File: src/hw/icache_pkg.sv
package icache_pkg;

    ////////////////////////////////////////
    // Geometry
    ////////////////////////////////////////
    localparam int ADDR_W         = 32;
    localparam int WORD_W         = 32;
    localparam int WAYS           = 4;
    localparam int SETS           = 128;
    localparam int INDEX_W        = 7;
    localparam int TAG_W          = 20;
    localparam int OFFSET_W       = 5;
    localparam int WORDS_PER_LINE = 8;
    localparam int WORD_SEL_W     = 3;
    localparam int PLRU_W         = 3;

    // Fetch view of an address
    typedef struct packed {
        logic [TAG_W-1:0]    tag;
        logic [INDEX_W-1:0]  index;
        logic [OFFSET_W-1:0] offset;
    } icache_lookup_t;

    // Index-invalidate view, way number sits in bits 13:12
    typedef struct packed {
        logic [ADDR_W-INDEX_W-OFFSET_W-3:0] unused;
        logic [1:0]                         way;
        logic [INDEX_W-1:0]                 index;
        logic [OFFSET_W-1:0]                offset;
    } icache_op_addr_t;

    typedef union packed {
        icache_lookup_t  fetch;
        icache_op_addr_t op;
    } icache_addr_u;

    // One-hot way, all zero means no write
    typedef struct packed {
        logic [WAYS-1:0]    way;
        logic [INDEX_W-1:0] index;
        logic [TAG_W-1:0]   tag;
        logic               valid;
    } tag_write_t;

    typedef struct packed {
        logic [WAYS-1:0]       way;
        logic [INDEX_W-1:0]    index;
        logic [WORD_SEL_W-1:0] word;
        logic [WORD_W-1:0]     data;
    } data_write_t;

    ////////////////////////////////////////
    // Tree PLRU, bits are {b2, b1, b0}
    ////////////////////////////////////////
    function automatic logic [WAYS-1:0] plru_victim(input logic [PLRU_W-1:0] bits);
        if (!bits[2]) begin
            return bits[1] ? 4'b0010 : 4'b0001;
        end
        return bits[0] ? 4'b1000 : 4'b0100;
    endfunction

    // Point the tree away from the way just used
    function automatic logic [PLRU_W-1:0] plru_update(input logic [PLRU_W-1:0] bits,
                                                      input logic [WAYS-1:0]   way);
        logic [PLRU_W-1:0] next;
        next = bits;
        case (way)
            4'b0001: next[2:1] = 2'b11;
            4'b0010: next[2:1] = 2'b10;
            4'b0100: {next[2], next[0]} = 2'b01;
            4'b1000: {next[2], next[0]} = 2'b00;
            default: next = bits;
        endcase
        return next;
    endfunction

endpackage

File: src/hw/icache_plru.sv
module icache_plru (
    input  logic                           clk,
    input  logic                           rstn,
    input  logic [icache_pkg::INDEX_W-1:0] index,
    input  logic                           clear,
    input  logic                           touch,
    input  logic [icache_pkg::WAYS-1:0]    touch_way,
    input  logic [icache_pkg::INDEX_W-1:0] touch_index,
    output logic [icache_pkg::WAYS-1:0]    victim
);

    // Tree bits for every set, cleared by the reset sweep
    logic [icache_pkg::PLRU_W-1:0] tree [icache_pkg::SETS];
    logic [icache_pkg::PLRU_W-1:0] touch_bits;
    logic [icache_pkg::PLRU_W-1:0] lookup_bits;

    assign touch_bits  = tree[touch_index];
    assign lookup_bits = tree[index];

    ////////////////////////////////////////
    // Tree update
    ////////////////////////////////////////
    always_ff @(posedge clk) begin
        if (clear) begin
            tree[index] <= '0;
        end else if (touch) begin
            tree[touch_index] <= icache_pkg::plru_update(touch_bits, touch_way);
        end
    end

    ////////////////////////////////////////
    // Victim for the looked-up set
    ////////////////////////////////////////
    // Ready one cycle after the index is presented
    always_ff @(posedge clk) begin
        if (!rstn) begin
            victim <= '0;
        end else begin
            victim <= icache_pkg::plru_victim(lookup_bits);
        end
    end

endmodule

File: config.mk
export PLATFORM = sky130hd
export DESIGN_NAME = icache_plru
export DESIGN_NICKNAME = d
export VERILOG_FILES = /design/src/hw/icache_pkg.sv /design/src/hw/icache_plru.sv
export SDC_FILE = /design/constraint.sdc
export NUM_CORES = 1
export LEC_CHECK = 0
export BUFFER_PORTS_ARGS = -buffer_cell sky130_fd_sc_hd__buf_4
export CAP_MARGIN = 20
export CORE_ASPECT_RATIO = 0.9
export CORE_MARGIN = 2
export CORE_UTILIZATION = 30
export CTS_CLUSTER_DIAMETER = 120
export DETAILED_ROUTE_END_ITERATION = 10
export HOLD_SLACK_MARGIN = 0.05
export SETUP_SLACK_MARGIN = 0.02
export SYNTH_ARGS = -nofsm -noshare
export SYNTH_HDL_FRONTEND = slang
export SYNTH_SLANG_ARGS = --single-unit
File: constraint.sdc
create_clock -name clk -period 12.2 [get_ports clk]
set_input_delay 1.83 -clock clk [delete_from_list [all_inputs] [get_ports clk]]
set_output_delay 1.83 -clock clk [all_outputs]
set_load 0.01 [all_outputs]
# After elaboration in Yosys (flattened, before gate mapping)
# Memory sizes are Yosys's and may differ from the RTL's.
# Index checks and enable logic that the tools add are counted.
[totals]
regBits = 4
ram_bits = 384
word_cells = 38
memories = 1
[mem_list]
columns = ["memory", "depth", "width", "rd", "rd_ports_with_merged_regs", "write_ports", "line", "text"]
rows = [
  ["tree", 128, 3, 1, 0, 1, "icache_plru.sv:13", "logic [icache_pkg::PLRU_W-1:0] tree [icache_pkg::SETS];"],
]
[classes]
n_eq_ne = 7
n_mux = 23
n_reduce_logical = 6
[op_table]
columns = ["op", "n"]
rows = [
  ["1-bit 2-to-1 mux", 13],
  ["4-bit 2-to-1 mux", 3],
  ["4-bit != test (second input constant)", 3],
  ["7-bit 2-to-1 mux", 1],
  ["3-bit 2-to-1 mux", 2],
  ["1-bit case mux with 2 select lines", 3],
  ["2-bit AND reduction", 3],
  ["4-bit by 1-bit == test with 1-bit output (second input constant)", 1],
  ["4-bit by 2-bit == test with 1-bit output (second input constant)", 1],
  ["4-bit by 3-bit == test with 1-bit output (second input constant)", 1],
  ["4-bit == test (second input constant)", 1],
  ["2-bit OR reduction", 2],
  ["3-bit OR reduction", 1],
  ["2-bit 2-to-1 mux", 1],
]

# Longest topological paths before layout
[depth]
word_depth = 6
depth_mapped = 12
depth_no_buf = 7

# Worst setup path before layout
# No wires, ideal clock.
[synth_path]
path_type = "in2reg"
start = "input touch_way[2] (netlist bit)"
end = "memory tree[101][1] (netlist bit), enable pin"
arrival_ps = 10274
required_ps = 11900
slack_ps = 1626
path_stages = 6
n_path_buf = 2
path_cell_list = "nor4_1 -> or2_2 -> buf_1 -> nand2_1 -> buf_2 -> nor2_1"
[synth_via]
elab_chain_len = 6
word_cells_on_any_way = 15
cone_classes = "7 x eq/ne; 2 x mux; 6 x reduce/logical"
[synth_rtl]
columns = ["element", "line", "text"]
rows = [
  ["from (decl)", "icache_plru.sv:7", "input logic [icache_pkg::WAYS-1:0] touch_way,"],
  ["4-bit by 2-bit == test with 1-bit output, or another cell as far along", "icache_pkg.sv:67", "case (way)"],
  ["2-bit OR reduction (no source line)", "-", ""],
  ["4-bit != test (no source line)", "-", ""],
  ["2-bit AND reduction (no source line)", "-", ""],
  ["3-bit OR reduction (no source line)", "-", ""],
  ["7-bit 2-to-1 mux (no source line) / 3-bit 2-to-1 mux (equally long branches)", "-", ""],
  ["to (decl)", "icache_plru.sv:13", ""],
]
# Several ways; a longest one is shown, not always the timed one.

# Worst setup path after layout
[layout_path]
start = "input index[0] (netlist bit)"
end = "register victim[1] (netlist bit)"
[layout_via]
elab_chain_len = 4
word_cells_on_any_way = 6
cone_classes = "5 x mux; 1 x memory"
[layout_rtl]
columns = ["element", "line", "text"]
rows = [
  ["from (decl)", "icache_plru.sv:4", "input logic [icache_pkg::INDEX_W-1:0] index,"],
  ["memory read 128 x 3 bit *", "-", ""],
  ["2-bit 2-to-1 mux / 1-bit 2-to-1 mux (equally long branches)", "icache_pkg.sv:57, icache_pkg.sv:56", ""],
  ["4-bit 2-to-1 mux / 1-bit 2-to-1 mux (equally long branches)", "icache_pkg.sv:56, icache_plru.sv:36", ""],
  ["4-bit 2-to-1 mux *", "icache_pkg.sv:59", "return bits[0] ? 4'b1000 : 4'b0100;"],
  ["to (signal assigned)", "icache_plru.sv:39", "victim <= icache_pkg::plru_victim(lookup_bits);"],
  ["to (decl)", "icache_plru.sv:9", "output logic [icache_pkg::WAYS-1:0] victim"],
]
# Mark *: on every way between the ends. The rest lies on a longest branch, timed or not. The select of a mux whose other input is x is not followed.
# A chain may end at the register's enable or synchronous reset.

==> flow_metrics.tcl <==
set metrics [dict create \
    outcome "completed" \
    yosysWarnings 0 \
    power.density_nw_per_um2 144 \
    grtUsageTotal_pct 13.9 \
    clk_pin_slew_ps 60 \
    vias 10027 \
    cts-root-buf "clkbuf_16" \
    drive_gt1_share_pct 16.4 \
    async_flop_share_pct 0 \
    htree_levels 2 \
    worstSetupPathType "primary input to flop" \
    yosys.area.top_type "edfxtp_1" \
    fin_area_um2 19300 \
    synthDominantCellAreaShare_pct 67.1 \
    synth_top_family_by_area "multiplexers" \
    antenna_found_initial 2 \
    io_pins 26 \
    slew_violations 0 \
    dr.pass1.iters 6 \
    synth-xor-area-share_pct 0.102 \
    grt_pass1_wl_mm 62.6 \
    synthFlopType "edfxtp_1" \
    synth_nets 1233 \
    holdBufCountCts 0 \
    dp_cells 1917 \
    synth_fa_ha_area_share_pct 0 \
    routedWlPerCell_um 20.7 \
    wl_mm 41.3 \
    grt_overflow_total 0 \
    fmax_mhz 201 \
    synth_area_per_cell_um2 14.2 \
    fin_hold_ws_ps 1070 \
    area_delta_synth_final_pct 12.5 \
    dieArea_um2 59300 \
    nets 1224 \
    die-height_um 231 \
    via_per_inst 5.02 \
    ys_ff_latch 388 \
    endpoint_kind "flop" \
    syn_inst 1211 \
    hold_class "flop to flop" \
    io_buffers 25 \
    fin_cells 1996 \
    hold_viol_final 0 \
    synth-edff-count 384 \
    clkLatencyLatePin_ps 550 \
    cp.required_ps 12660 \
    start_kind "primary input" \
    synth-compound-area-share_pct 2.08 \
    skew_ps 21.8 \
    cp_max_fo 50 \
    rows 83 \
    grt_pass1_vias 10249 \
    setup_viol 0 \
    finalWeightedCongestion 0.759 \
    yosys.area_share.simple_pct 12.5 \
    rsz0062_at_grt "false" \
    die_w_um 256 \
    clk_path_buf_depth 3 \
    dp_hpwl_mm 24.0 \
    final_core_util_pct 34.0 \
    syn_area_um2 17200 \
    setup_tns_ps 0 \
    synth-seq-area-share_pct 67.5 \
    antenna_left 0 \
    cts-resized-gates 0 \
    cts_sinks 388 \
    grt_max_degree 130 \
    drc 0 \
    ir_drop_mv 0.0924 \
    initial_core_util_pct 30.3 \
    p_leak_nw 4.91 \
    fin_crit_ps 4970 \
    cts_buffers 42 \
    slew_headroom_pct 27.5 \
    max_cap_viol_count 0 \
    coreArea_um2 56800 \
    synth.mux.area_fraction_pct 15.0 \
    place_area_um2 18000 \
    timing.final.crit_share_pct 40.7 \
    worstPathArrival_ps 5430 \
    first_iter_violations 1049 \
    tightest_slew_ps 1090 \
    yosysUniqueCellTypes 47 \
    cts_tree "yes" \
    post_cts_buffers 0 \
    synthTopCellsByArea "edfxtp_1, mux4_2, nor2_1, mux2i_1, buf_2" \
]
-- synthesized netlist by cell type (5+ instances only) --
| cell type | instances |
|---|---|
| nor2b_1 | 11 |
| nor3_2 | 6 |
| buf_4 | 8 |
| nor4_1 | 5 |
| buf_2 | 53 |
| edfxtp_1 | 384 |
| nand2b_1 | 7 |
| o21ai_0 | 7 |
| mux2_2 | 6 |
| mux2i_1 | 54 |
| a211oi_1 | 6 |
| clkbuf_1 | 23 |
| a22oi_1 | 14 |
| nor2_1 | 397 |
| a21oi_1 | 7 |
| nor3_1 | 5 |
| nand2_1 | 70 |
| nand4_1 | 7 |
| mux4_2 | 86 |
| buf_1 | 5 |
| nand3_1 | 5 |
-- critical path: stages --
cell and delay, ps:
buf_6 460, buf_4 840, mux4_2 620, mux4_2 470, a311oi_1 750, o21ai_0 220, nor2b_1 140
-- through the flow --
| step | total power, mW | setup WS (ps) |
|---|---|---|
| 6_report | 2.79 | 7230 |
| 5_1_grt | 2.88 | 7070 |
| 4_1_cts | 2.81 | 7180 |
| 3_5_place_dp | 1.65 | 6600 |
| 3_3_place_gp | 1.64 | 6420 |
| 2_1_floorplan | 1.59 | 1630 |
-- final cells by class --
type                       count  area [um^2]
tap                          765          957
inverter                       2         7.51
clock buffer                  53         1110
fill                        5539        37500
timing repair buffer          40          402
sequential                   388        11600
antenna                        1         2.50
clock inverter                19          124
multi-input combinational    728         5120
-- metal layers --
layer	up-vias	wire length (um)	track usage, %
met5	-	0	0
met4	0	975	4.25
met3	74	3700	3.38
met2	384	19100	22.0
li1	4429	-	-
met1	5140	17500	19.0
-- cell usage in the layout, fill, tap and decap left out, types with 5 or more instances in the layout --
cell type and n:
clkbuf_16 43, clkbuf_1 10, clkinv_2 7, o21ai_0 7, mux2i_1 54, edfxtp_1 384
a211oi_1 6, nand4_1 7, nand2_1 70, nand3_1 5, a22oi_1 14, mux2_2 6
buf_4 32, a21oi_1 7, nor2b_1 11, nand2b_1 7, nor3_2 6, nor3_1 5
clkinv_1 7, mux4_2 86, nor2_1 397
-- logic make-up (layout without fill, tap and decap cells) --
| kind of cell | count (synthesis) | after routing |
|---|---|---|
| buf+inv | 95 | 114 |
| other cells | 0 | 1 |
| mux | 148 | 148 |
| xor+xnor | 2 | 2 |
| flops | 388 | 388 |
| compound gates | 51 | 51 |
| simple gates | 527 | 527 |
-- registers in the layout, summed over array words and instances (netlist names) --
signal and cells:
tree 384, victim 4
-- power by group --
group,internal (mW),total (mW),switching (mW)
logic,0.0440,0.155,0.111
clock network,0.665,1.17,0.505
registers,1.46,1.47,0.00169
total,2.17,2.79,0.618
-- worst paths after layout --
check | start | end | slack [ps] | cells after the start
hold reg to reg | tree[30][2]$_DFFE_PP_ | victim[2]$_SDFF_PN0_ | 1070 | 7
setup / recovery | index[0] | victim[1]$_SDFF_PP0_ | 7230 | 7
hold / removal | tree[30][2]$_DFFE_PP_ | victim[2]$_SDFF_PN0_ | 1070 | 7
setup reg to reg | tree[55][2]$_DFFE_PP_ | victim[1]$_SDFF_PP0_ | 9680 | 5
No activity file was read; power rests on OpenSTA's default activity.
