<file path="src/hw/icache_pkg.sv">
package icache_pkg;

    ////////////////////////////////////////
    // Geometry
    ////////////////////////////////////////
    localparam int ADDR_W         = 32;
    localparam int WORD_W         = 32;
    localparam int WAYS           = 4;
    localparam int SETS           = 128;
    localparam int INDEX_W        = 7;
    localparam int TAG_W          = 20;
    localparam int OFFSET_W       = 5;
    localparam int WORDS_PER_LINE = 8;
    localparam int WORD_SEL_W     = 3;
    localparam int PLRU_W         = 3;

    // Fetch view of an address
    typedef struct packed {
        logic [TAG_W-1:0]    tag;
        logic [INDEX_W-1:0]  index;
        logic [OFFSET_W-1:0] offset;
    } icache_lookup_t;

    // Index-invalidate view, way number sits in bits 13:12
    typedef struct packed {
        logic [ADDR_W-INDEX_W-OFFSET_W-3:0] unused;
        logic [1:0]                         way;
        logic [INDEX_W-1:0]                 index;
        logic [OFFSET_W-1:0]                offset;
    } icache_op_addr_t;

    typedef union packed {
        icache_lookup_t  fetch;
        icache_op_addr_t op;
    } icache_addr_u;

    // One-hot way, all zero means no write
    typedef struct packed {
        logic [WAYS-1:0]    way;
        logic [INDEX_W-1:0] index;
        logic [TAG_W-1:0]   tag;
        logic               valid;
    } tag_write_t;

    typedef struct packed {
        logic [WAYS-1:0]       way;
        logic [INDEX_W-1:0]    index;
        logic [WORD_SEL_W-1:0] word;
        logic [WORD_W-1:0]     data;
    } data_write_t;

    ////////////////////////////////////////
    // Tree PLRU, bits are {b2, b1, b0}
    ////////////////////////////////////////
    function automatic logic [WAYS-1:0] plru_victim(input logic [PLRU_W-1:0] bits);
        if (!bits[2]) begin
            return bits[1] ? 4'b0010 : 4'b0001;
        end
        return bits[0] ? 4'b1000 : 4'b0100;
    endfunction

    // Point the tree away from the way just used
    function automatic logic [PLRU_W-1:0] plru_update(input logic [PLRU_W-1:0] bits,
                                                      input logic [WAYS-1:0]   way);
        logic [PLRU_W-1:0] next;
        next = bits;
        case (way)
            4'b0001: next[2:1] = 2'b11;
            4'b0010: next[2:1] = 2'b10;
            4'b0100: {next[2], next[0]} = 2'b01;
            4'b1000: {next[2], next[0]} = 2'b00;
            default: next = bits;
        endcase
        return next;
    endfunction

endpackage

</file>
<file path="src/hw/icache_ctrl.sv">
module icache_ctrl (
    input  logic                              clk,
    input  logic                              rstn,
    // Fetch port
    input  logic                              inst_req,
    input  icache_pkg::icache_addr_u          inst_addr,
    output logic                              inst_addr_ok,
    output logic                              inst_data_ok,
    output logic [icache_pkg::WORD_W-1:0]     inst_rdata,
    // Maintenance
    input  logic                              cache_req,
    output logic                              cache_op_ok,
    // Read bus
    output logic [icache_pkg::ADDR_W-1:0]     araddr,
    output logic                              arvalid,
    input  logic                              arready,
    input  logic [icache_pkg::WORD_W-1:0]     rdata,
    input  logic                              rvalid,
    input  logic                              rlast,
    output logic                              rready,
    // Arrays and PLRU
    input  logic [icache_pkg::WAYS-1:0]       hit,
    input  logic [icache_pkg::WAYS-1:0][icache_pkg::WORD_W-1:0] rd_data,
    input  logic [icache_pkg::WAYS-1:0]       victim,
    output icache_pkg::tag_write_t            tag_wr,
    output icache_pkg::data_write_t           data_wr,
    output logic [icache_pkg::INDEX_W-1:0]    lookup_index,
    output logic [icache_pkg::TAG_W-1:0]      lookup_tag,
    output logic [icache_pkg::WORD_SEL_W-1:0] lookup_word,
    output logic                              plru_clear,
    output logic                              plru_touch,
    output logic [icache_pkg::WAYS-1:0]       plru_touch_way,
    output logic [icache_pkg::INDEX_W-1:0]    plru_touch_index
);

    typedef enum logic [2:0] {
        ST_SWEEP, ST_RUN, ST_MISS, ST_REFILL, ST_RESPOND, ST_INVAL
    } state_t;

    state_t                            state;
    logic [icache_pkg::INDEX_W-1:0]    sweep_cnt;
    logic                              pend_valid;
    icache_pkg::icache_lookup_t        pend_addr;
    logic [icache_pkg::WORD_SEL_W-1:0] pend_word;
    logic [icache_pkg::WAYS-1:0]       refill_way;
    logic [icache_pkg::WORD_SEL_W-1:0] refill_word;
    logic [icache_pkg::WORD_W-1:0]     crit_word;
    logic [icache_pkg::WORD_W-1:0]     hit_word;
    logic [icache_pkg::WAYS-1:0]       op_way_sel;
    logic                              hit_any;
    logic                              ready;
    logic                              accept;
    logic                              inval_take;
    logic                              beat;

    assign pend_word = pend_addr.offset[icache_pkg::OFFSET_W-1:2];
    assign hit_any   = |hit;
    assign beat      = (state == ST_REFILL) && rvalid;

    ////////////////////////////////////////
    // Acceptance and responses
    ////////////////////////////////////////
    // Ready when nothing is in lookup or the lookup hits
    assign ready        = (state == ST_RUN) && (!pend_valid || hit_any);
    assign inval_take   = ready && cache_req && !cache_op_ok;
    assign inst_addr_ok = ready && !cache_req;
    assign accept       = inst_addr_ok && inst_req;

    assign inst_data_ok = ((state == ST_RUN) && pend_valid && hit_any) ||
                          (state == ST_RESPOND);
    assign inst_rdata   = (state == ST_RESPOND) ? crit_word : hit_word;

    always_comb begin
        hit_word = '0;
        for (int w = 0; w < icache_pkg::WAYS; w++) begin
            if (hit[w]) begin
                hit_word = hit_word | rd_data[w];
            end
        end
    end

    // Array read address, the new request or the one held
    always_comb begin
        if (state == ST_SWEEP) begin
            lookup_index = sweep_cnt;
        end else if (accept) begin
            lookup_index = inst_addr.fetch.index;
        end else begin
            lookup_index = pend_addr.index;
        end
        lookup_tag  = accept ? inst_addr.fetch.tag : pend_addr.tag;
        lookup_word = accept ? inst_addr.fetch.offset[icache_pkg::OFFSET_W-1:2] : pend_word;
    end

    // PLRU sees every completed fetch
    assign plru_clear       = (state == ST_SWEEP);
    assign plru_touch       = inst_data_ok;
    assign plru_touch_way   = (state == ST_RESPOND) ? refill_way : hit;
    assign plru_touch_index = pend_addr.index;

    ////////////////////////////////////////
    // Read bus and array writes
    ////////////////////////////////////////
    assign araddr  = {pend_addr[icache_pkg::ADDR_W-1:2], 2'b00};
    assign arvalid = (state == ST_MISS);
    assign rready  = (state == ST_REFILL);

    always_comb begin
        for (int w = 0; w < icache_pkg::WAYS; w++) begin
            op_way_sel[w] = (inst_addr.op.way == w);
        end
    end

    always_comb begin
        tag_wr = '0;
        if (state == ST_SWEEP) begin
            tag_wr.way   = '1;
            tag_wr.index = sweep_cnt;
        end else if (beat && rlast) begin
            tag_wr.way   = refill_way;
            tag_wr.index = pend_addr.index;
            tag_wr.tag   = pend_addr.tag;
            tag_wr.valid = 1'b1;
        end else if (inval_take) begin
            tag_wr.way   = op_way_sel;
            tag_wr.index = inst_addr.op.index;
        end
    end

    assign data_wr.way   = beat ? refill_way : '0;
    assign data_wr.index = pend_addr.index;
    assign data_wr.word  = refill_word;
    assign data_wr.data  = rdata;

    ////////////////////////////////////////
    // FSM
    ////////////////////////////////////////
    always_ff @(posedge clk) begin
        if (!rstn) begin
            state       <= ST_SWEEP;
            sweep_cnt   <= '0;
            pend_valid  <= 1'b0;
            cache_op_ok <= 1'b0;
        end else begin
            cache_op_ok <= (state == ST_INVAL);
            case (state)
                ST_SWEEP: begin
                    sweep_cnt <= sweep_cnt + 1'b1;
                    if (sweep_cnt == icache_pkg::SETS - 1) begin
                        state <= ST_RUN;
                    end
                end
                ST_RUN: begin
                    if (pend_valid && !hit_any) begin
                        state <= ST_MISS;
                    end else begin
                        pend_valid <= accept;
                        if (inval_take) begin
                            state <= ST_INVAL;
                        end
                    end
                end
                ST_MISS: begin
                    if (arready) begin
                        state <= ST_REFILL;
                    end
                end
                ST_REFILL: begin
                    if (rvalid && rlast) begin
                        state <= ST_RESPOND;
                    end
                end
                ST_RESPOND: begin
                    pend_valid <= 1'b0;
                    state      <= ST_RUN;
                end
                default: state <= ST_RUN;
            endcase
        end
    end

    // Request address, victim and critical word
    always_ff @(posedge clk) begin
        if (accept) begin
            pend_addr <= inst_addr.fetch;
        end
        if (state == ST_MISS) begin
            refill_way  <= victim;
            refill_word <= pend_word;
        end
        if (beat) begin
            refill_word <= refill_word + 1'b1;
            if (refill_word == pend_word) begin
                crit_word <= rdata;
            end
        end
    end

endmodule

</file>
<file path="config.mk">
export PLATFORM = sky130hd
export DESIGN_NAME = icache_ctrl
export DESIGN_NICKNAME = d
export VERILOG_FILES = /design/src/hw/icache_pkg.sv /design/src/hw/icache_ctrl.sv
export SDC_FILE = /design/constraint.sdc
export NUM_CORES = 1
export LEC_CHECK = 0
export ABC_CLOCK_PERIOD_IN_PS = 4420
export BUFFER_PORTS_ARGS = -buffer_cell sky130_fd_sc_hd__buf_4
export CAP_MARGIN = 5
export CORE_AREA = 2 2 153 155
export DETAILED_ROUTE_END_ITERATION = 6
export DIE_AREA = 0 0 155 157
export GPL_ROUTABILITY_DRIVEN = 0
export PLACE_DENSITY = 0.49
export REMOVE_ABC_BUFFERS = 1
export SLEW_MARGIN = 10
export SYNTH_ARGS = -nofsm -noshare
export SYNTH_HDL_FRONTEND = slang
export SYNTH_SLANG_ARGS = --single-unit
</file>
<file path="constraint.sdc">
create_clock -name clk -period 4.42 [get_ports clk]
set_input_delay 0.442 -clock clk [delete_from_list [all_inputs] [get_ports clk]]
set_output_delay 0.442 -clock clk [all_outputs]
set_load 0.01 [all_outputs]
</file>
---- Word level (Yosys, flattened, before mapping) ----
Cells that the tools add are included.
cells by class
  $add $sub $neg .......................... 2
  eq/ne operators ......................... 15
  mux-type cells .......................... 26
  bitwise logic cells ..................... 3
  reductions and logical operators ........ 25
operators by type and width
  cell                                                 count
  2-to-1 mux 32 bit                                    5
  bitwise OR 32 bit                                    3
  2-to-1 mux 21 bit                                    2
  2-to-1 mux 11 bit                                    3
  2-to-1 mux 3 bit                                     8
  2-to-1 mux 20 bit                                    1
  2-to-1 mux 7 bit                                     2
  one-hot mux 3 bit (4 select lines)                   1
  logical AND 1 bit                                    11
  2-to-1 mux 4 bit                                     2
  adder 7 x 1 -> 7 bit, second input constant          1
  equality test 7 bit, second input constant           1
  equality test 3 x 2 -> 1 bit, second input constant  2
  equality test 3 bit, second input constant           2
  != test 2 x 1 -> 1 bit, second input constant        3
  equality test 2 bit, second input constant           2
  zero test 1 bit                                      4
  AND reduction 2 bit                                  2
  AND reduction 4 bit                                  1
  nonzero test 2 bit                                   2
  OR reduction 4 bit                                   1
  adder 3 x 1 -> 3 bit, second input constant          1
  equality test 3 x 1 -> 1 bit, second input constant  1
  equality test 3 bit                                  1
  8 further kinds                                      9
word-level totals
  register bits ........................... 83
  bits of input ports ..................... 207
  output and inout bits ................... 190
  logic and storage cells ................. 81

---- Logic depth before layout (Yosys ltp) ----
Gate-level depths: netlist of the first run.
  depth after elaboration ................. 8
  mapped depth ............................ 8
  mapped depth without buffers ............ 5

---- Least setup slack after synthesis of the first run ----
No wires, ideal clock.
  path kind ............................... reg-to-reg
  start ................................... register state[1]
  end ..................................... register crit_word[0] (netlist name) (enable)
  setup time .............................. 0.501 ns
  arrival time ............................ 4.096 ns
  required time ........................... 3.919 ns
  slack ................................... -0.178 ns
  cell stages (with the launch flop) ...... 5
  path buffers ............................ 2
  clock period less this slack ............ 4.598 ns
  path through ............................ dfxtp_1 buf_2 clkbuf_1 nand3_1 nor4_1
between the ends
  cells in the longest elaborated chain, start to end .. 3
RTL lines
  what                           RTL line            RTL
  start, declared                icache_ctrl.sv:40   state_t state;
  start signal, assigned         icache_ctrl.sv:140  state <= ST_SWEEP;
  start signal, assigned         icache_ctrl.sv:150  state <= ST_RUN;
  start signal, assigned         icache_ctrl.sv:155  state <= ST_MISS;
  equality test 3 x 2 -> 1 bit   icache_ctrl.sv:58   assign beat = (state == ST_REFILL) && rvalid;
  logical AND 1 bit              icache_ctrl.sv:58
  AND reduction 2 bit (no line)  --
  end signal, assigned           icache_ctrl.sv:194  crit_word <= rdata;
  end, declared                  icache_ctrl.sv:47   logic [icache_pkg::WORD_W-1:0] crit_word;
No other way between the ends.
A chain may end at the register's enable or synchronous reset.

---- Worst setup path after layout of the first run ----
  start ................................... register state[1]
  end ..................................... output port lookup_tag[16] (netlist name)
between the ends
  cells in the longest elaborated chain, start to end .. 5
RTL lines
  what                          RTL line           RTL
  equality test 3 x 1 -> 1 bit  icache_ctrl.sv:64  assign ready = (state == ST_RUN) && (!pend_valid || hit_any);
  logical AND 1 bit             icache_ctrl.sv:64
  logical AND 1 bit             icache_ctrl.sv:66  assign inst_addr_ok = ready && !cache_req;
  logical AND 1 bit             icache_ctrl.sv:67  assign accept = inst_addr_ok && inst_req;
  2-to-1 mux 20 bit             icache_ctrl.sv:91  lookup_tag = accept ? inst_addr.fetch.tag : pend_addr.tag;
  end, declared                 icache_ctrl.sv:28  output logic [icache_pkg::TAG_W-1:0] lookup_tag,
No other way between the ends.

==> results of run 1 <==
-- worst max path at each step --
stage / endpoint
floorplan: crit_word[0]
detailed placement: lookup_tag[16]
global placement: lookup_tag[7]
finish: lookup_tag[16]
CTS: lookup_word[1]
global route: lookup_tag[15]
-- worst max-delay path: cells and delay by family (launching register included) --
family / cells / cell delay, ns
buf+inv: 4 / 1.25
simple gates: 3 / 0.46
compound gates: 1 / 0.31
flops: 1 / 0.48
-- cell families after synthesis --
group	share of synthesized area (%)
other	0.0748
adders and majority gates	0.499
AOI/OAI and AO/OA	19.4
muxes	0.899
xor gates and xnor gates	1.57
and+or+nand+nor	19.0
buffers and inverters	12.4
DFF	46.1
-- per-layer routing --
metal / up-vias / global-route usage (%) / wire length (um)
li1: 2507 / - / -
met1: 2459 / 20.3 / 8740
met2: 271 / 28.9 / 10700
met3: 19 / 6.72 / 2340
met4: 4 / 3.88 / 287
met5: - / 0 / 27
-- sequential cells by signal, summed over array words and instances, names as in the netlist --
register / flops
sweep_cnt: 7
araddr: 23
pend_valid: 1
refill_way: 4
plru_touch_index: 7
refill_word: 3
crit_word: 32
state: 3
cache_op_ok: 1
-- layout make-up --
class	instances	area, sq um
Fill cell	2379	14400
Timing Repair Buffer	403	3030
Sequential cell	81	2310
Multi-Input combinational cell	354	2090
Tap cell	285	357
Clock buffer	12	258
Clock inverter	4	50.0
Inverter	3	16.3
Antenna cell	1	2.50
-- metrics by stage --
stage          setup WS, ns  utilization (%)  total power [mW]
4_1_cts                1.06             36.0              2.03
5_1_grt               0.835             36.0              2.08
3_3_place_gp           1.16             34.7              1.21
3_5_place_dp           1.16             34.7              1.21
2_1_floorplan        -0.144                -             0.929
6_report               1.09             36.0              1.99
-- layout by cell type (no fill, tap or decap), types with 5 or more instances in the layout --
cell       Yosys  routed
buf_4         51     403
nand2_1       91      90
edfxtp_1      69      69
a22oi_1       65      65
nor2_1        52      52
a31oi_1       32      32
and2_1        28      28
a21oi_1       14      14
dfxtp_1       12      12
clkbuf_16      0      10
nand3_1        6       6
xor2_1         6       6
a21oi_2        5       5
a221oi_1       5       5
-- where the power goes --
part | switching [mW] | internal [mW] | total (mW)
clock | 0.323 | 0.474 | 0.797
sequential | 0.00302 | 0.829 | 0.832
combinational | 0.146 | 0.212 | 0.359
total | 0.473 | 1.52 | 1.99
==> flow_summary.toml, run 1 <==
[hold_path]
hold_path_class = "input port to flip-flop"
min_to = "refill_way[1]"
min_from = "victim[1]"
hold_depth = 1

[floorplan]
core.rowCount = 55
die_h_um = 157
pin_count = 397
die-area_sq_mm = 0.0243
initial_core_util_pct = 22.3
core_sq_mm = 0.0225
die_width_um = 155

[logic_synthesis]
synth.distinct_cells = 50
synth_top_area_share_pct = 41.3
syn_inst = 527
yosys.area.top_type = "edfxtp_1"
async_reset_ff_share_pct = 0
ys_ff_latch = 81
synthTopCellsByArea = "edfxtp_1 41%, a22oi_1 9.7%, buf_4 7.6%"
ys_warn_count = 0
synth_common_cells = "91 x nand2_1, 69 x edfxtp_1, 65 x a22oi_1"
synth.avg_cell_area_sq_um = 9.51
synth_flop_cell = "edfxtp_1"
synth_most_common_cell = "nand2_1"
synth_edf_count = 69
synth_area_sq_mm = 0.00501
ys_seq_area_share_pct = 46.1

[setup_path]
cp.arrival_ns = 2.89
slowest_stage = "buf_4"
path_class = "flip-flop to output port"
max_stage_delay_ns = 0.51
cp.required_ns = 3.98
r2r-start = "state[1]"
cp-startpoint = "state[1]"
rrSetupSlack_ns = 1.82
start_kind = "flip-flop"
crit_fanout = 45
r2r-end = "araddr[28]"
cpMostUsedCell = "buf_4"
path_cells = "nand4bb_1 -> a211o_2 -> buf_4 -> inv_2 -> buf_4 -> nand2_1 -> nand2_1 -> buf_4"
critPathCaptureType = "output port"
r2r_cells = 5

[sta]
worst_pin_slew_ns = 0.880
fin_crit_sh_pct = 75.4
drv_slew = 0
hold_violations = 0
finalSetupTns_ns = 0
timing.slew.headroom_pct = 41.1
fmax_mhz = 300
min_period_ns = 3.33
rsz0062_at_grt = "false"
whs_ns = 0.273
fin_skew_ns = 0.00936
setup_violations = 0

[place]
port_buffers = 392
place_inst = 1126
hpwl_mm = 17.2
dpl_cell_area_sq_mm = 0.00780

[cts]
postCtsHoldBufs = 0
clockBufferDepth = 2
clkSinkCount = 81
clk_pin_slew_ns = 0.07
cts_buffers = 9
clock_latency_ns = 0.34
cts_setup_buffers = 0
htree_num_levels = 3
cts_tree = "done"
cts-root-buf = "clkbuf_16"
cts_resized = 0

[global_route]
grt_max_degree = 46
grt_pass1_wl_mm = 31.1
grt_pass1_vias = 5175
grtUsageTotal_pct = 17.0
overflow = 0
antenna_found_initial = 3

[power_and_ir_drop]
leakagePower_nw = 3.72
power.density_mw_per_mm2 = 245
ir_drop_v = 0.000196

[route]
drtAntennaViolNets = 0
viasPerCell = 4.60
drtIter0Drc = 307
wl_mm = 22.1
drcViolationCount = 0
wl_per_cell_um = 19.3
firstDrtPassIters = 4
routed-via-count = 5260

[finish]
stdcell_count = 1143
final_layout_size_suffix_gt1_share_pct = 51.3
fin_area_sq_mm = 0.00811
area_delta_synth_final_pct = 61.8
finish.net_count = 1061

[outcome]
status = "finished, final reports clean"

[run]
max_cap_violations = 0
No activity file was read; power rests on OpenSTA's default activity.
==> run 2: changes to the inputs <==
--- a/config.mk
+++ b/config.mk
@@ -5,14 +5,14 @@
 export SDC_FILE = /design/constraint.sdc
 export NUM_CORES = 1
 export LEC_CHECK = 0
-export ABC_CLOCK_PERIOD_IN_PS = 4420
+export ABC_CLOCK_PERIOD_IN_PS = 3100
 export BUFFER_PORTS_ARGS = -buffer_cell sky130_fd_sc_hd__buf_4
 export CAP_MARGIN = 5
-export CORE_AREA = 2 2 153 155
+export CORE_AREA = 2 2 154 156
 export DETAILED_ROUTE_END_ITERATION = 6
-export DIE_AREA = 0 0 155 157
+export DIE_AREA = 0 0 156 158
 export GPL_ROUTABILITY_DRIVEN = 0
-export PLACE_DENSITY = 0.49
+export PLACE_DENSITY = 0.47
 export REMOVE_ABC_BUFFERS = 1
 export SLEW_MARGIN = 10
 export SYNTH_ARGS = -nofsm -noshare
==> constraint.sdc (replaced) <==
create_clock -name clk -period 3.1 [get_ports clk]
set_input_delay 0.31 -clock clk [delete_from_list [all_inputs] [get_ports clk]]
set_output_delay 0.31 -clock clk [all_outputs]
set_load 0.01 [all_outputs]
==> run 2 against run 1 <==
Net effect: clock skew about the same; critical path depth is 1 lower; sequential power rose by 43%; non-clock buffer count grew 2; clock power increased by 36%; routed wire length shrank 2.0%; final cell count grew 0.61%; cell area barely moved; worst setup slack worse by 0.81 ns; die area rose by 1.3%; hold slack got worse by 0.13 ns; global-route usage is 0.35 points lower; highest routed layer unchanged.
==> flow_summary.toml, run 2 (same netlist as run 1, synthesis figures left out) <==
[cts]
htree_num_levels = 3
cts_tree = "done"
clk_pin_slew_ns = 0.07
cts-root-buf = "clkbuf_16"
clkSinkCount = 81
clockBufferDepth = 2
postCtsHoldBufs = 0
cts_resized = 0
clock_latency_ns = 0.34
cts_setup_buffers = 0
cts_buffers = 9

[sta]
min_period_ns = 2.83
fmax_mhz = 354
timing.slew.headroom_pct = 62.2
rsz0062_at_grt = "false"
drv_slew = 0
setup_violations = 0
fin_skew_ns = 0.00894
hold_violations = 0
fin_ws_ns = 0.272
fin_crit_sh_pct = 91.2
worst_pin_slew_ns = 0.562

[route]
viasPerCell = 4.52
drtIter0Drc = 275
wl_per_cell_um = 18.8
firstDrtPassIters = 4
wl_mm = 21.6
drtAntennaViolNets = 0
routed-via-count = 5194
drcViolationCount = 0

[floorplan]
initial_core_util_pct = 21.7
die_width_um = 156
die_h_um = 158
core.rowCount = 56
core_sq_mm = 0.0231
die-area_sq_mm = 0.0246
pin_count = 397

[finish]
finish.net_count = 1063
stdcell_count = 1150
fin_area_sq_mm = 0.00811
largest_register = "crit_word"
area_delta_synth_final_pct = 61.9
final_layout_size_suffix_gt1_share_pct = 51.3
largest_reg_flops = 32
fillerInstances = 2422
layout_common_cells = "405 x buf_4, 90 x nand2_1, 69 x edfxtp_1, 65 x a22oi_1, 52 x nor2_1"
final_common_cell = "buf_4"

[global_route]
grtUsageTotal_pct = 16.7
overflow = 0
antenna_found_initial = 3
grt_pass1_wl_mm = 30.9
grt_max_degree = 41
grt_pass1_vias = 5164

[place]
place_inst = 1133
hpwl_mm = 17.0
dpl_cell_area_sq_mm = 0.00782
port_buffers = 392
post-place-ws_ns = 0.623

[power_and_ir_drop]
ir_drop_v = 0.000227
leakagePower_nw = 3.72
power.density_mw_per_mm2 = 343

[setup_path]
cp.arrival_ns = 2.52
cp-startpoint = "state[0]"
crit_fanout = 27
cp.required_ns = 2.79
start_kind = "flip-flop"
r2r-start = "state[0]"
critPathCaptureType = "output port"
r2r-end = "crit_word[11]"
path_class = "flip-flop to output port"
crit_end = "lookup_tag[8]"
r2r_cells = 4
rrSetupSlack_ns = 0.84

[run]
max_cap_violations = 0

[outcome]
status = "finished, final reports clean"

[hold_path]
hold_path_class = "input port to flip-flop"
==> run 2: worst min path at each step <==
stage,from,endpoint,slack [ns],depth (start not counted)
6_report,victim[3],refill_way[3],0.15,1
5_1_grt,victim[3],refill_way[3],0.12,1
4_1_cts,victim[3],refill_way[3],0.12,1
3_5_place_dp,victim[3],refill_way[3],0.49,1
3_3_place_gp,victim[1],refill_way[1],0.49,1
2_1_floorplan,inst_addr[12],araddr[12],0.41,0
==> run 2: through the flow <==
stage | power (mW) | util, % | hold slack (ns) | TNS (ns)
4_1_cts | 2.83 | 35.2 | 0.123 | 0
3_5_place_dp | 1.73 | 33.9 | 0.490 | 0
6_report | 2.78 | 35.2 | 0.146 | 0
2_1_floorplan | 1.32 | - | 0.409 | -46.86
5_1_grt | 2.91 | 35.2 | 0.121 | 0
3_3_place_gp | 1.72 | 33.9 | 0.489 | 0
==> run 2: power by group <==
part	internal, mW	switching, mW	total [mW]
combinational	0.303	0.207	0.510
clock	0.625	0.459	1.08
sequential	1.18	0.00428	1.19
==> run 2: final cells by class <==
class	count	area (sq um)	share of cell area (%)
multi-input cells	354	2090	25.8
clock buffers	11	233	2.87
inverters	3	16.3	0.200
diodes	1	2.50	0.0308
clock inverters	5	56.3	0.694
repair buffers	405	3040	37.5
flip-flops and latches	81	2310	28.5
well taps	290	363	4.47
==> run 2: worst max-delay path: stages (launching register included) <==
cell       delay [ns]
dfxtp_1          0.56
nand4bb_1        0.16
a211o_2          0.34
inv_2            0.43
buf_4            0.39
nand2_1          0.09
nand2_1          0.07
buf_4            0.12
==> run 2: layer usage <==
layer | up-vias | GRT usage (%) | wire length (um)
met4 | 2 | 4.33 | 235
met2 | 267 | 29.1 | 10600
met3 | 13 | 6.00 | 2100
met1 | 2394 | 19.4 | 8650
li1 | 2518 | - | -
met5 | - | 0 | 8
